$ cat src/segDisplayPkg.sv
// shared address map, scan and blink constants and write-word type for the display controller
package segDisplayPkg;

    // display geometry
    localparam int NUM_DIGITS  = 8;
    localparam int DIGIT_IDX_W = 3;

    // register window, all offsets relative to BASE_ADDR
    localparam logic [7:0] BASE_ADDR        = 8'h00;
    localparam logic [7:0] GLYPH_OFS        = 8'h00;
    localparam logic [7:0] RAW_OFS          = 8'h08;
    localparam logic [7:0] BLINK_MASK_OFS   = 8'h10;
    localparam logic [7:0] BLINK_PERIOD_OFS = 8'h11;

    // hex 0-F, then H, U, o, r and dash
    localparam int GLYPH_COUNT = 21;

    // clock cycles each digit stays selected
    localparam int SCAN_DIV = 4;

    // glyph-mode view of the write byte
    typedef struct packed {
        logic [2:0] unused;
        logic [4:0] index;
    } glyphFields_t;

    // one write byte, read either as a glyph code or as raw segments
    // raw bit 0 is segment a up to bit 6 for g, bit 7 is the decimal point
    typedef union packed {
        glyphFields_t glyph;
        logic [7:0]   raw;
    } displayWord_u;

endpackage

$ cat src/blinkControl.sv
// blink mask and period registers plus the free-running blink phase timer
`timescale 1ns/100ps

module blinkControl (
    input  logic                                   clk,
    input  logic                                   nrst,
    input  logic                                   maskWr,
    input  logic                                   periodWr,
    input  logic [7:0]                             wrData,
    output logic [segDisplayPkg::NUM_DIGITS-1:0]   blinkMask,
    output logic [7:0]                             blinkPeriod,
    output logic                                   blinkOn
);
    import segDisplayPkg::*;

    logic [7:0] count;

    always_ff @(posedge clk, negedge nrst) begin
        if (!nrst) begin
            blinkMask <= '0;
        end else if (maskWr) begin
            blinkMask <= wrData[NUM_DIGITS-1:0];
        end
    end

    // phase flips after period+1 cycles, period zero means always on
    always_ff @(posedge clk, negedge nrst) begin
        if (!nrst) begin
            blinkPeriod <= '0;
            count       <= '0;
            blinkOn     <= 1'b1;
        end else if (periodWr) begin
            // new period restarts the count
            blinkPeriod <= wrData;
            count       <= '0;
            if (wrData == '0) begin
                blinkOn <= 1'b1;
            end
        end else if (blinkPeriod == '0) begin
            count   <= '0;
            blinkOn <= 1'b1;
        end else if (count == blinkPeriod) begin
            count   <= '0;
            blinkOn <= !blinkOn;
        end else begin
            count <= count + 8'd1;
        end
    end

    // a disabled timer must never blank a digit
    steadyWhenIdle: assert property (
        @(posedge clk) disable iff (!nrst)
        (blinkPeriod == '0) |-> blinkOn
    );

endmodule

$ cat src/digitRegisters.sv
// eight digit pattern registers, a write stores either a raw pattern or a glyph table entry
`timescale 1ns/100ps

module digitRegisters (
    input  logic                                    clk,
    input  logic                                    nrst,
    input  logic                                    digitWr,
    input  logic [segDisplayPkg::DIGIT_IDX_W-1:0]   digitIdx,
    input  logic                                    rawMode,
    input  segDisplayPkg::displayWord_u             wrWord,
    input  logic [segDisplayPkg::DIGIT_IDX_W-1:0]   rdIdx,
    output logic [segDisplayPkg::NUM_DIGITS*8-1:0]  digitSegs,
    output logic [7:0]                              rdSegs
);
    import segDisplayPkg::*;

    logic [7:0] pattern [NUM_DIGITS];
    logic [7:0] glyphSegs;
    logic [7:0] newSegs;

    // glyph table, common cathode, bit 0 = a
    always_comb begin
        glyphSegs = 8'h00;
        if (wrWord.glyph.index < 5'(GLYPH_COUNT)) begin
            case (wrWord.glyph.index)
                5'd0:  glyphSegs = 8'b0011_1111;
                5'd1:  glyphSegs = 8'b0000_0110;
                5'd2:  glyphSegs = 8'b0101_1011;
                5'd3:  glyphSegs = 8'b0100_1111;
                5'd4:  glyphSegs = 8'b0110_0110;
                5'd5:  glyphSegs = 8'b0110_1101;
                5'd6:  glyphSegs = 8'b0111_1101;
                5'd7:  glyphSegs = 8'b0000_0111;
                5'd8:  glyphSegs = 8'b0111_1111;
                5'd9:  glyphSegs = 8'b0110_1111;
                5'd10: glyphSegs = 8'b0111_0111;
                5'd11: glyphSegs = 8'b0111_1100;
                5'd12: glyphSegs = 8'b0011_1001;
                5'd13: glyphSegs = 8'b0101_1110;
                5'd14: glyphSegs = 8'b0111_1001;
                5'd15: glyphSegs = 8'b0111_0001;
                // letters
                5'd16: glyphSegs = 8'b0111_0110;
                5'd17: glyphSegs = 8'b0011_1110;
                5'd18: glyphSegs = 8'b0101_1100;
                5'd19: glyphSegs = 8'b0101_0000;
                // dash, middle bar only
                5'd20: glyphSegs = 8'b0100_0000;
                default: glyphSegs = 8'h00;
            endcase
        end
    end

    // raw mode keeps the byte as is, decimal point included
    assign newSegs = rawMode ? wrWord.raw : glyphSegs;

    always_ff @(posedge clk, negedge nrst) begin
        if (!nrst) begin
            for (int i = 0; i < NUM_DIGITS; i++) begin
                pattern[i] <= '0;
            end
        end else if (digitWr) begin
            pattern[digitIdx] <= newSegs;
        end
    end

    // flat export for the scanner, digit 0 in the low byte
    always_comb begin
        for (int i = 0; i < NUM_DIGITS; i++) begin
            digitSegs[8*i +: 8] = pattern[i];
        end
    end

    assign rdSegs = pattern[rdIdx];

    // bus acks every write before the next one can start
    singleCycleWrite: assert property (
        @(posedge clk) disable iff (!nrst)
        digitWr |=> !digitWr
    );

endmodule

$ cat src/digitScanner.sv
// time-multiplexes the eight digit patterns onto one segment bus and a one-hot select
`timescale 1ns/100ps

module digitScanner (
    input  logic                                    clk,
    input  logic                                    nrst,
    input  logic [segDisplayPkg::NUM_DIGITS*8-1:0]  digitSegs,
    input  logic [segDisplayPkg::NUM_DIGITS-1:0]    blinkMask,
    input  logic                                    blinkOn,
    output logic [7:0]                              segs,
    output logic [segDisplayPkg::NUM_DIGITS-1:0]    digitSel
);
    import segDisplayPkg::*;

    logic [$clog2(SCAN_DIV)-1:0] divCnt;
    logic [DIGIT_IDX_W-1:0]      digitCnt;
    logic [7:0]                  curSegs;
    logic                        blank;

    // divider and digit counter
    always_ff @(posedge clk, negedge nrst) begin
        if (!nrst) begin
            divCnt   <= '0;
            digitCnt <= '0;
        end else if (divCnt == ($clog2(SCAN_DIV))'(SCAN_DIV - 1)) begin
            divCnt <= '0;
            if (digitCnt == DIGIT_IDX_W'(NUM_DIGITS - 1)) begin
                digitCnt <= '0;
            end else begin
                digitCnt <= digitCnt + 1'b1;
            end
        end else begin
            divCnt <= divCnt + 1'b1;
        end
    end

    // pattern of the digit being scanned
    assign curSegs = digitSegs[8*digitCnt +: 8];

    // masked digits go dark in the off phase
    assign blank = blinkMask[digitCnt] && !blinkOn;

    // select and segments share one register stage so they stay paired
    always_ff @(posedge clk, negedge nrst) begin
        if (!nrst) begin
            digitSel <= NUM_DIGITS'(1);
            segs     <= '0;
        end else begin
            digitSel <= NUM_DIGITS'(1) << digitCnt;
            segs     <= blank ? 8'h00 : curSegs;
        end
    end

    // exactly one digit driven at any time
    oneDigitSelected: assert property (
        @(posedge clk) disable iff (!nrst)
        $onehot(digitSel)
    );

endmodule

$ cat src/segDisplayTop.sv
// top level of the display controller, connects the bus slave, registers, blink timer and scanner
`timescale 1ns/100ps

module segDisplayTop (
    input  logic                                 clk,
    input  logic                                 nrst,
    input  logic                                 wbCyc,
    input  logic                                 wbStb,
    input  logic                                 wbWe,
    input  logic [7:0]                           wbAdr,
    input  logic [7:0]                           wbDatW,
    output logic [7:0]                           wbDatR,
    output logic                                 wbAck,
    output logic [7:0]                           segs,
    output logic [segDisplayPkg::NUM_DIGITS-1:0] digitSel
);
    import segDisplayPkg::*;

    // bus to digit registers
    logic                    digitWr;
    logic [DIGIT_IDX_W-1:0]  digitIdx;
    logic                    rawMode;
    displayWord_u            wrWord;
    logic [DIGIT_IDX_W-1:0]  rdIdx;
    logic [7:0]              rdSegs;

    // bus to blink control
    logic                    maskWr;
    logic                    periodWr;
    logic [7:0]              wrData;
    logic [NUM_DIGITS-1:0]   blinkMask;
    logic [7:0]              blinkPeriod;
    logic                    blinkOn;

    logic [NUM_DIGITS*8-1:0] digitSegs;

    wbDisplayBus i_wbDisplayBus (
        .clk, .nrst, .wbCyc, .wbStb, .wbWe, .wbAdr, .wbDatW,
        .rdSegs, .blinkMask, .blinkPeriod,
        .wbDatR, .wbAck, .digitWr, .digitIdx, .rawMode, .wrWord,
        .maskWr, .periodWr, .wrData, .rdIdx
    );

    digitRegisters i_digitRegisters (
        .clk, .nrst, .digitWr, .digitIdx, .rawMode, .wrWord, .rdIdx,
        .digitSegs, .rdSegs
    );

    blinkControl i_blinkControl (
        .clk, .nrst, .maskWr, .periodWr, .wrData,
        .blinkMask, .blinkPeriod, .blinkOn
    );

    digitScanner i_digitScanner (
        .clk, .nrst, .digitSegs, .blinkMask, .blinkOn,
        .segs, .digitSel
    );

endmodule

$ cat src/wbDisplayBus.sv
// Wishbone classic slave for the display controller, turns bus cycles into register strobes
`timescale 1ns/100ps

module wbDisplayBus (
    input  logic                                  clk,
    input  logic                                  nrst,
    input  logic                                  wbCyc,
    input  logic                                  wbStb,
    input  logic                                  wbWe,
    input  logic [7:0]                            wbAdr,
    input  logic [7:0]                            wbDatW,
    input  logic [7:0]                            rdSegs,
    input  logic [segDisplayPkg::NUM_DIGITS-1:0]  blinkMask,
    input  logic [7:0]                            blinkPeriod,
    output logic [7:0]                            wbDatR,
    output logic                                  wbAck,
    output logic                                  digitWr,
    output logic [segDisplayPkg::DIGIT_IDX_W-1:0] digitIdx,
    output logic                                  rawMode,
    output segDisplayPkg::displayWord_u           wrWord,
    output logic                                  maskWr,
    output logic                                  periodWr,
    output logic [7:0]                            wrData,
    output logic [segDisplayPkg::DIGIT_IDX_W-1:0] rdIdx
);
    import segDisplayPkg::*;

    logic       req;
    logic       wrReq;
    logic [7:0] ofs;
    logic [7:0] glyphRel;
    logic [7:0] rawRel;
    logic       glyphHit;
    logic       rawHit;
    logic       maskHit;
    logic       periodHit;
    logic [7:0] rdData;
    logic [DIGIT_IDX_W-1:0] selIdx;

    // new request only while ack is low, so every transfer is acked once
    assign req   = wbCyc && wbStb && !wbAck;
    assign wrReq = req && wbWe;

    // address decode
    assign ofs       = wbAdr - BASE_ADDR;
    assign glyphRel  = ofs - GLYPH_OFS;
    assign rawRel    = ofs - RAW_OFS;
    assign glyphHit  = glyphRel < 8'(NUM_DIGITS);
    assign rawHit    = rawRel < 8'(NUM_DIGITS);
    assign maskHit   = ofs == BLINK_MASK_OFS;
    assign periodHit = ofs == BLINK_PERIOD_OFS;

    assign selIdx = rawHit ? rawRel[DIGIT_IDX_W-1:0] : glyphRel[DIGIT_IDX_W-1:0];

    // strobes fire in the cycle before ack, registers load on the ack edge
    assign digitWr  = wrReq && (glyphHit || rawHit);
    assign maskWr   = wrReq && maskHit;
    assign periodWr = wrReq && periodHit;
    assign digitIdx = selIdx;
    assign rdIdx    = selIdx;
    assign rawMode  = rawHit;
    assign wrWord   = displayWord_u'(wbDatW);
    assign wrData   = wbDatW;

    // read mux, unmapped addresses give zero
    always_comb begin
        rdData = '0;
        if (glyphHit || rawHit) begin
            rdData = rdSegs;
        end else if (maskHit) begin
            rdData = blinkMask;
        end else if (periodHit) begin
            rdData = blinkPeriod;
        end
    end

    always_ff @(posedge clk, negedge nrst) begin
        if (!nrst) begin
            wbAck  <= 1'b0;
            wbDatR <= '0;
        end else begin
            wbAck  <= req;
            wbDatR <= (req && !wbWe) ? rdData : '0;
        end
    end

    // the master holds its request until the ack it gets
    ackInsideCycle: assert property (
        @(posedge clk) disable iff (!nrst)
        wbAck |-> (wbCyc && wbStb)
    );

endmodule
$ cat config.mk
export PLATFORM = sky130hd
export DESIGN_NAME = segDisplayTop
export DESIGN_NICKNAME = d
export VERILOG_FILES = /design/src/segDisplayPkg.sv /design/src/blinkControl.sv /design/src/digitRegisters.sv /design/src/digitScanner.sv /design/src/segDisplayTop.sv /design/src/wbDisplayBus.sv
export SDC_FILE = /design/constraint.sdc
export NUM_CORES = 1
export LEC_CHECK = 0
export ABC_AREA = 1
export ABC_CLOCK_PERIOD_IN_PS = 1700
export BUFFER_PORTS_ARGS = -buffer_cell sky130_fd_sc_hd__buf_2
export CAP_MARGIN = 20
export CORE_ASPECT_RATIO = 1.5
export CORE_MARGIN = 4
export CORE_UTILIZATION = 46
export CTS_CLUSTER_DIAMETER = 50
export DETAILED_ROUTE_END_ITERATION = 8
export GPL_TIMING_DRIVEN = 1
export PLACE_DENSITY = 0.74
export SYNTH_ARGS = -nofsm -noshare
export SYNTH_HDL_FRONTEND = slang
export SYNTH_SLANG_ARGS = --single-unit
$ cat constraint.sdc
create_clock -name clk -period 1.7 [get_ports clk]
set_input_delay 0.34 -clock clk [delete_from_list [all_inputs] [get_ports clk]]
set_output_delay 0.34 -clock clk [all_outputs]
set_load 0.02 [all_outputs]
# Yosys cells after proc, flatten, opt, wreduce, memory -nomap -nowiden
# Memory sizes are Yosys's and may differ from the RTL's.
# Cells that the tools add are included.
[classes]
add_sub_neg = 4
bitwise_logic = 1
n_mul = 0
eq_ne = 6
muxes = 25
order_cmp = 6
shifts = 2
div = 0
n_reduce_logical = 17
[ops]
columns = ["op", "count"]
rows = [
  ["two-way mux 8 bit", 13],
  ["bitwise mux 64 bit", 1],
  ["variable part select 64 x 7 -> 8 bit", 1],
  ["binary-select mux 8 bit (select 3 bit)", 1],
  ["demux 8 bit (select 3 bit)", 1],
  ["equality test 8 x 5 -> 1 bit (second input constant)", 2],
  ["logical NOT 8 bit", 2],
  ["less-than comparator 8 x 4 -> 1 bit (second input constant)", 2],
  ["logical AND 1 bit", 9],
  ["adder 8 x 1 -> 8 bit (second input constant)", 1],
  ["equality test 8 bit", 1],
  ["left shift 1 x 3 -> 8 bit (first input constant)", 1],
  ["subtractor 8 x 4 -> 8 bit (second input constant)", 1],
  ["two-way mux 3 bit", 2],
  ["less-than comparator 5 bit (second input constant)", 1],
  ["two-way mux 1 bit", 5],
  ["greater-or-equal comparator 4 bit (second input constant)", 1],
  ["less-than comparator 3 x 4 -> 1 bit (second input constant)", 1],
  ["less-than comparator 4 x 1 -> 1 bit (second input constant)", 1],
  ["inverter 3 -> 4 bit", 1],
  ["adder 3 x 1 -> 3 bit (second input constant)", 1],
  ["binary-select mux 1 bit (select 3 bit)", 1],
  ["equality test 3 bit (second input constant)", 1],
  ["logical NOT 1 bit", 3],
  ["other kinds (7)", 7],
]
[word_totals]
register_bits = 119
latchBits = 0
in_bits = 21
romBits = 224
word_cells = 80
ramBits = 0
out_inout_bits = 25
n_memories = 1
[mem_list]
columns = ["name", "depth", "word_bits", "rd", "rd_ports_with_merged_regs", "write_ports", "line", "source"]
rows = [
  ["(name not given)", 32, 7, 1, 0, 0, "digitRegisters.sv:25", "case (wrWord.glyph.index)"],
]

# Depth between registers and ports, before layout
[depth]
depth_word = 9
depth_mapped = 11
mapped_depth_nobuf = 11

# By module
# Synthesis repeated with hierarchy kept, for this count alone.
[unflattened]
cells_unflattened = 981
hier_area_um2 = 7086.8
[by_module_without_submodules]
columns = ["mod", "area_per_inst_um2", "cells_each", "seq_area_each_um2", "instances"]
rows = [
  ["digitRegisters", 3463.3, 465, 1601.5, 1],
  ["digitScanner", 1577.8, 249, 526.8, 1],
  ["blinkControl", 1208.7, 146, 626.9, 1],
  ["wbDisplayBus", 837.1, 121, 225.2, 1],
]

# Least setup slack after synthesis
# Ideal clock, no wire load.
[synth_path]
path_kind = "input-to-reg"
start = "input wbAdr[3]"
end = "register i_wbDisplayBus.wbDatR[6]"
path_slack_ns = 0.137
setup_time_ns = 0.117
arrival_time_ns = 1.446
path_buffers = 2
required_time_ns = 1.583
cell_stages = 11
cell_sequence = "inv_2 ha_1 xor2_1 nor2_1 nand2_2 nand2_4 buf_6 buf_4 nand3_1 nand2_1 nor2_1"
[synth_between]
elab_chain_cells = 9
word_cells_on_any_way = 15
cone_classes = "add/sub: 1; order compare: 2; eq/ne: 2; mux: 8; bitwise: 1; reduce/logical: 1"
[synth_rtl]
columns = ["element", "line", "source"]
rows = [
  ["from (decl)", "segDisplayTop.sv:10", "input logic [7:0] wbAdr,"],
  ["subtractor 8 x 4 -> 8 bit", "wbDisplayBus.sv:47", "assign rawRel = ofs - RAW_OFS;"],
  ["less-than comparator 8 x 4 -> 1 bit", "wbDisplayBus.sv:49", "assign rawHit = rawRel < 8'(NUM_DIGITS);"],
  ["two-way mux 3 bit", "wbDisplayBus.sv:53", "assign selIdx = rawHit ? rawRel[DIGIT_IDX_W-1:0] : glyphRel[DIGIT_IDX_W-1:0];"],
  ["inverter 3 -> 4 bit (implied by the code)", "digitRegisters.sv:74", "assign rdSegs = pattern[rdIdx];"],
  ["binary-select mux 8 bit (select 3 bit)", "digitRegisters.sv:74", ""],
  ["two-way mux 8 bit (implied by the code) (2 in a row)", "digitRegisters.sv:74", ""],
  ["two-way mux 8 bit *", "wbDisplayBus.sv:68", "if (glyphHit || rawHit) begin"],
  ["two-way mux 8 bit *", "wbDisplayBus.sv:83", "wbDatR <= (req && !wbWe) ? rdData : '0;"],
  ["to (signal assigned)", "wbDisplayBus.sv:83", ""],
  ["to (decl)", "wbDisplayBus.sv:15", "output logic [7:0] wbDatR,"],
]
# Every way passes the cells marked *; elsewhere a longest branch is shown, timed or not. The select of a mux whose other input is x is not followed.
# A chain may end at the register's enable or synchronous reset.

# Final worst setup path
[layout_path]
start = "register i_digitScanner.digitCnt[0]"
end = "register i_digitScanner.segs[0]"
[layout_between]
elab_chain_cells = 4
word_cells_on_any_way = 5
cone_classes = "shift: 1; mux: 3; reduce/logical: 1"
[layout_rtl]
columns = ["element", "line", "source"]
rows = [
  ["from (decl)", "digitScanner.sv:16", "logic [DIGIT_IDX_W-1:0] digitCnt;"],
  ["from (signal assigned)", "digitScanner.sv:30", "digitCnt <= digitCnt + 1'b1;"],
  ["branches (longest 3 deep; another with variable part select 64 x 7 -> 8 bit)", "-", ""],
  ["two-way mux 8 bit *", "digitScanner.sv:50", "segs <= blank ? 8'h00 : curSegs;"],
  ["to (signal assigned)", "digitScanner.sv:50", ""],
  ["to (decl)", "digitScanner.sv:10", "output logic [7:0] segs,"],
]
# Every way passes the cells marked *. The select of a mux whose other input is x is not followed.

==> run_results.csv <==
group,metric,value,unit
status,status,"completed",
final_layout,nets,1050,
clock_network,cts.repair.resized,0,
timing,setup_tns,0,ns
routing,drc,0,
worst_setup_path,cp-start-kind,"flop",
global_routing,grt_pass1_vias,6069,
power,max-vdd-ir-drop,0.000701,V
worst_setup_path,cp.required,2.02,ns
routing,ant_nets,0,
timing,finalCriticalPeriod,1.53,ns
synthesis,ys_seq_area_share,43.9,%
final_layout,antenna_cells,0,
routing,routedWlPerCell,14.8,um
placed_design,dp_hpwl,13.1,mm
placed_design,io_buffer_count,45,
synthesis,synth_edf_count,0,
routing,totalWireLength,18.1,mm
timing,max_slew_margin,63.8,%
floorplan,die_w,107,um
floorplan,core,14500,um2
global_routing,grt_usage,22.7,%
clock_network,numCtsBuffers,17,
floorplan,die_h,157,um
worst_setup_path,cp-startpoint,"i_digitScanner.digitCnt[0]",
worst_setup_path,cp.arrival,1.85,ns
power,power.density,963,nW/um2
hold_path,hp-start,"wbStb",
global_routing,gr-usage-met2,40.2,%
clock_network,clk_pin_slew,0.06,ns
clock_network,h-tree-depth,4,
synthesis,yosys_warnings,0,
timing,hold_viol,0,
worst_setup_path,path_max_fanout,37,
synthesis,synth_ff_type,"dfrtp_1",
timing,drv_slew,0,
floorplan,start_util,46.7,%
synthesis,ys_seq_elements,119,
timing,setup_violations,0,
placed_design,gp_congestion,0.965,
floorplan,die_area,16800,um2
timing,max_freq,652,MHz
global_routing,grt_busiest_layer,"met2",
synthesis,syn_nets,977,
worst_setup_path,critPathCaptureType,"flop",
final_layout,final_area,8180,um2
clock_network,cts-root-buf,"clkbuf_16",
final_layout,drive_gt1_share,15.4,%
clock_network,worstSkewPairLatency,0.42,ns
worst_setup_path,timing.rr.start,"i_digitScanner.digitCnt[0]",
job,drv_cap,0,
global_routing,grt_overflow,0,
timing,clock_skew,0.00777,ns
routing,first_pass_iters,5,
clock_network,tritoncts,"built",
clock_network,clockBufferDepth,2,
final_layout,nFillCells,1305,
placed_design,placed_area,7470,um2
timing,fin_crit_sh,90.2,%
global_routing,met3_usage,4.09,%
timing,worst_pin_slew,0.543,ns
timing,rsz0062_at_grt,"no",
synthesis,ys_types,32,
worst_setup_path,worstSetupPathType,"flop to flop",
timing,fin_hold_ws,0.199,ns
synthesis,synth_area,6790,um2
global_routing,grt.met1_usage,25.8,%
synthesis,synth_area_per_cell,7.21,um2
routing,num_vias,6365,
global_routing,grt_pass1_wl,29.9,mm
final_layout,area_growth,20.5,%
synthesis,syn-instance-count,942,
routing,viasPerCell,5.20,
floorplan,io_pins,46,
power,design_power_total,7.88,mW
clock_network,cts_sinks,119,
floorplan,num_rows,54,
synthesis,synth-async-reset-ratio,100,%
hold_path,hp-class,"primary input to flop",
global_routing,antenna_found_initial,0,
power,leakage,4.30,nW
global_routing,grt_max_degree,87,
routing,drt_iter0_drc,406,
-- layer usage --
layer	part of all wire [%]	wire, um
met4	4.6	827
met5	0	0
met1	39	7020
met3	4.8	862
met2	52	9440
-- layout by cell type, fill, tap and decap left out, types with 4 or more instances in the layout --
cell,instances
nand3_1,34
inv_2,12
buf_2,44
inv_1,81
nand2_1,383
xnor2_1,8
ha_1,14
clkbuf_16,17
nor2_1,62
nand3_4,6
nor3_4,4
buf_4,36
o21ai_0,93
buf_12,7
bufinv_16,7
xor2_1,5
dfrtp_1,117
a21oi_1,44
o21ai_1,13
nor3_1,7
-- cells in the mapped netlist, types with 4 or more instances --
library cell | number | share of area (%)
a21oi_1 | 44 | 3.2
buf_2 | 15 | 1.1
buf_6 | 5 | 0.83
clkbuf_1 | 11 | 0.61
dfrtp_1 | 117 | 43
ha_1 | 14 | 2.6
inv_1 | 81 | 4.5
inv_2 | 12 | 0.66
nand2_1 | 383 | 21
nand3_1 | 34 | 2.5
nand3_4 | 6 | 1.5
nor2_1 | 62 | 3.4
nor3_1 | 7 | 0.52
nor3_4 | 4 | 0.96
o21ai_0 | 93 | 6.9
o21ai_1 | 13 | 0.96
xnor2_1 | 8 | 1.0
xor2_1 | 5 | 0.65
-- sequential cells by signal, indices dropped and copies added (netlist names) --
register	cells
i_wbDisplayBus.wbAck	1
i_digitScanner.digitCnt	3
i_digitScanner.divCnt	2
i_blinkControl.blinkMask	8
i_blinkControl.blinkPeriod	8
i_blinkControl.blinkOn	1
i_wbDisplayBus.wbDatR	8
i_digitScanner.segs	8
i_digitScanner.digitSel	8
i_digitRegisters.digitSegs	64
i_blinkControl.count	8
-- where the power goes --
group          internal, mW  leakage (nW)  switching, mW
sequential             2.89          1.64         0.0371
clock                  2.91         0.334           1.40
combinational         0.212          2.33          0.431
total                  6.01          4.30           1.87
-- logic make-up after synthesis --
logic type / after synthesis / synth area share [%]
AOI/OAI and AO/OA: 155 / 11.7
xor gates and xnor gates: 13 / 1.68
adders and majority gates: 14 / 2.58
buffers and inverters: 129 / 8.09
DFF: 119 / 43.9
and+or+nand+nor: 512 / 32.1
-- critical path: stages (launching register included) --
cell	delay, ns
dfrtp_1	0.45
inv_1	0.15
buf_12	0.19
a21oi_1	0.12
o21ai_0	0.08
o21ai_0	0.16
nand2_1	0.10
nand3_1	0.11
inv_1	0.04
-- final cells by class --
class	count	area (um2)	area share [%]
tap	196	245	3.00
sequential	119	2980	36.4
inverter	95	358	4.37
clock buffer	17	425	5.20
multi-input combinational	694	3260	39.8
timing repair buffer	88	641	7.83
clock inverter	15	274	3.35
-- metrics by stage --
| step | setup WS (ns) | util [%] | std cells |
|---|---|---|---|
| 2_1_floorplan | 0.137 | - | 942 |
| 5_1_grt | 0.0379 | 56.3 | 1224 |
| 4_1_cts | 0.182 | 56.3 | 1224 |
| 6_report | 0.166 | 56.3 | 1224 |
| 3_3_place_gp | -0.241 | 51.4 | 1191 |
| 3_5_place_dp | -0.251 | 51.4 | 1191 |
-- timing repair --
item,CTS,global route
hold endpoints to repair,74,0
buffers inserted,0,0
hold buffers,1,0
-- path summary, 6_finish.rpt --
kind                                                  end  slack, ns  cells past startpoint
setup / recovery                   i_digitScanner.segs[0]       0.17                      8
hold reg to reg                  i_digitScanner.divCnt[0]       0.46                      1
max in group asynchronous          i_blinkControl.blinkOn       0.81                      3
setup reg to reg                   i_digitScanner.segs[0]       0.17                      8
hold / removal                       i_wbDisplayBus.wbAck       0.20                      3
min in group asynchronous  i_digitRegisters.digitSegs[36]       0.48                      3
No activity file was read; power rests on OpenSTA's default activity.
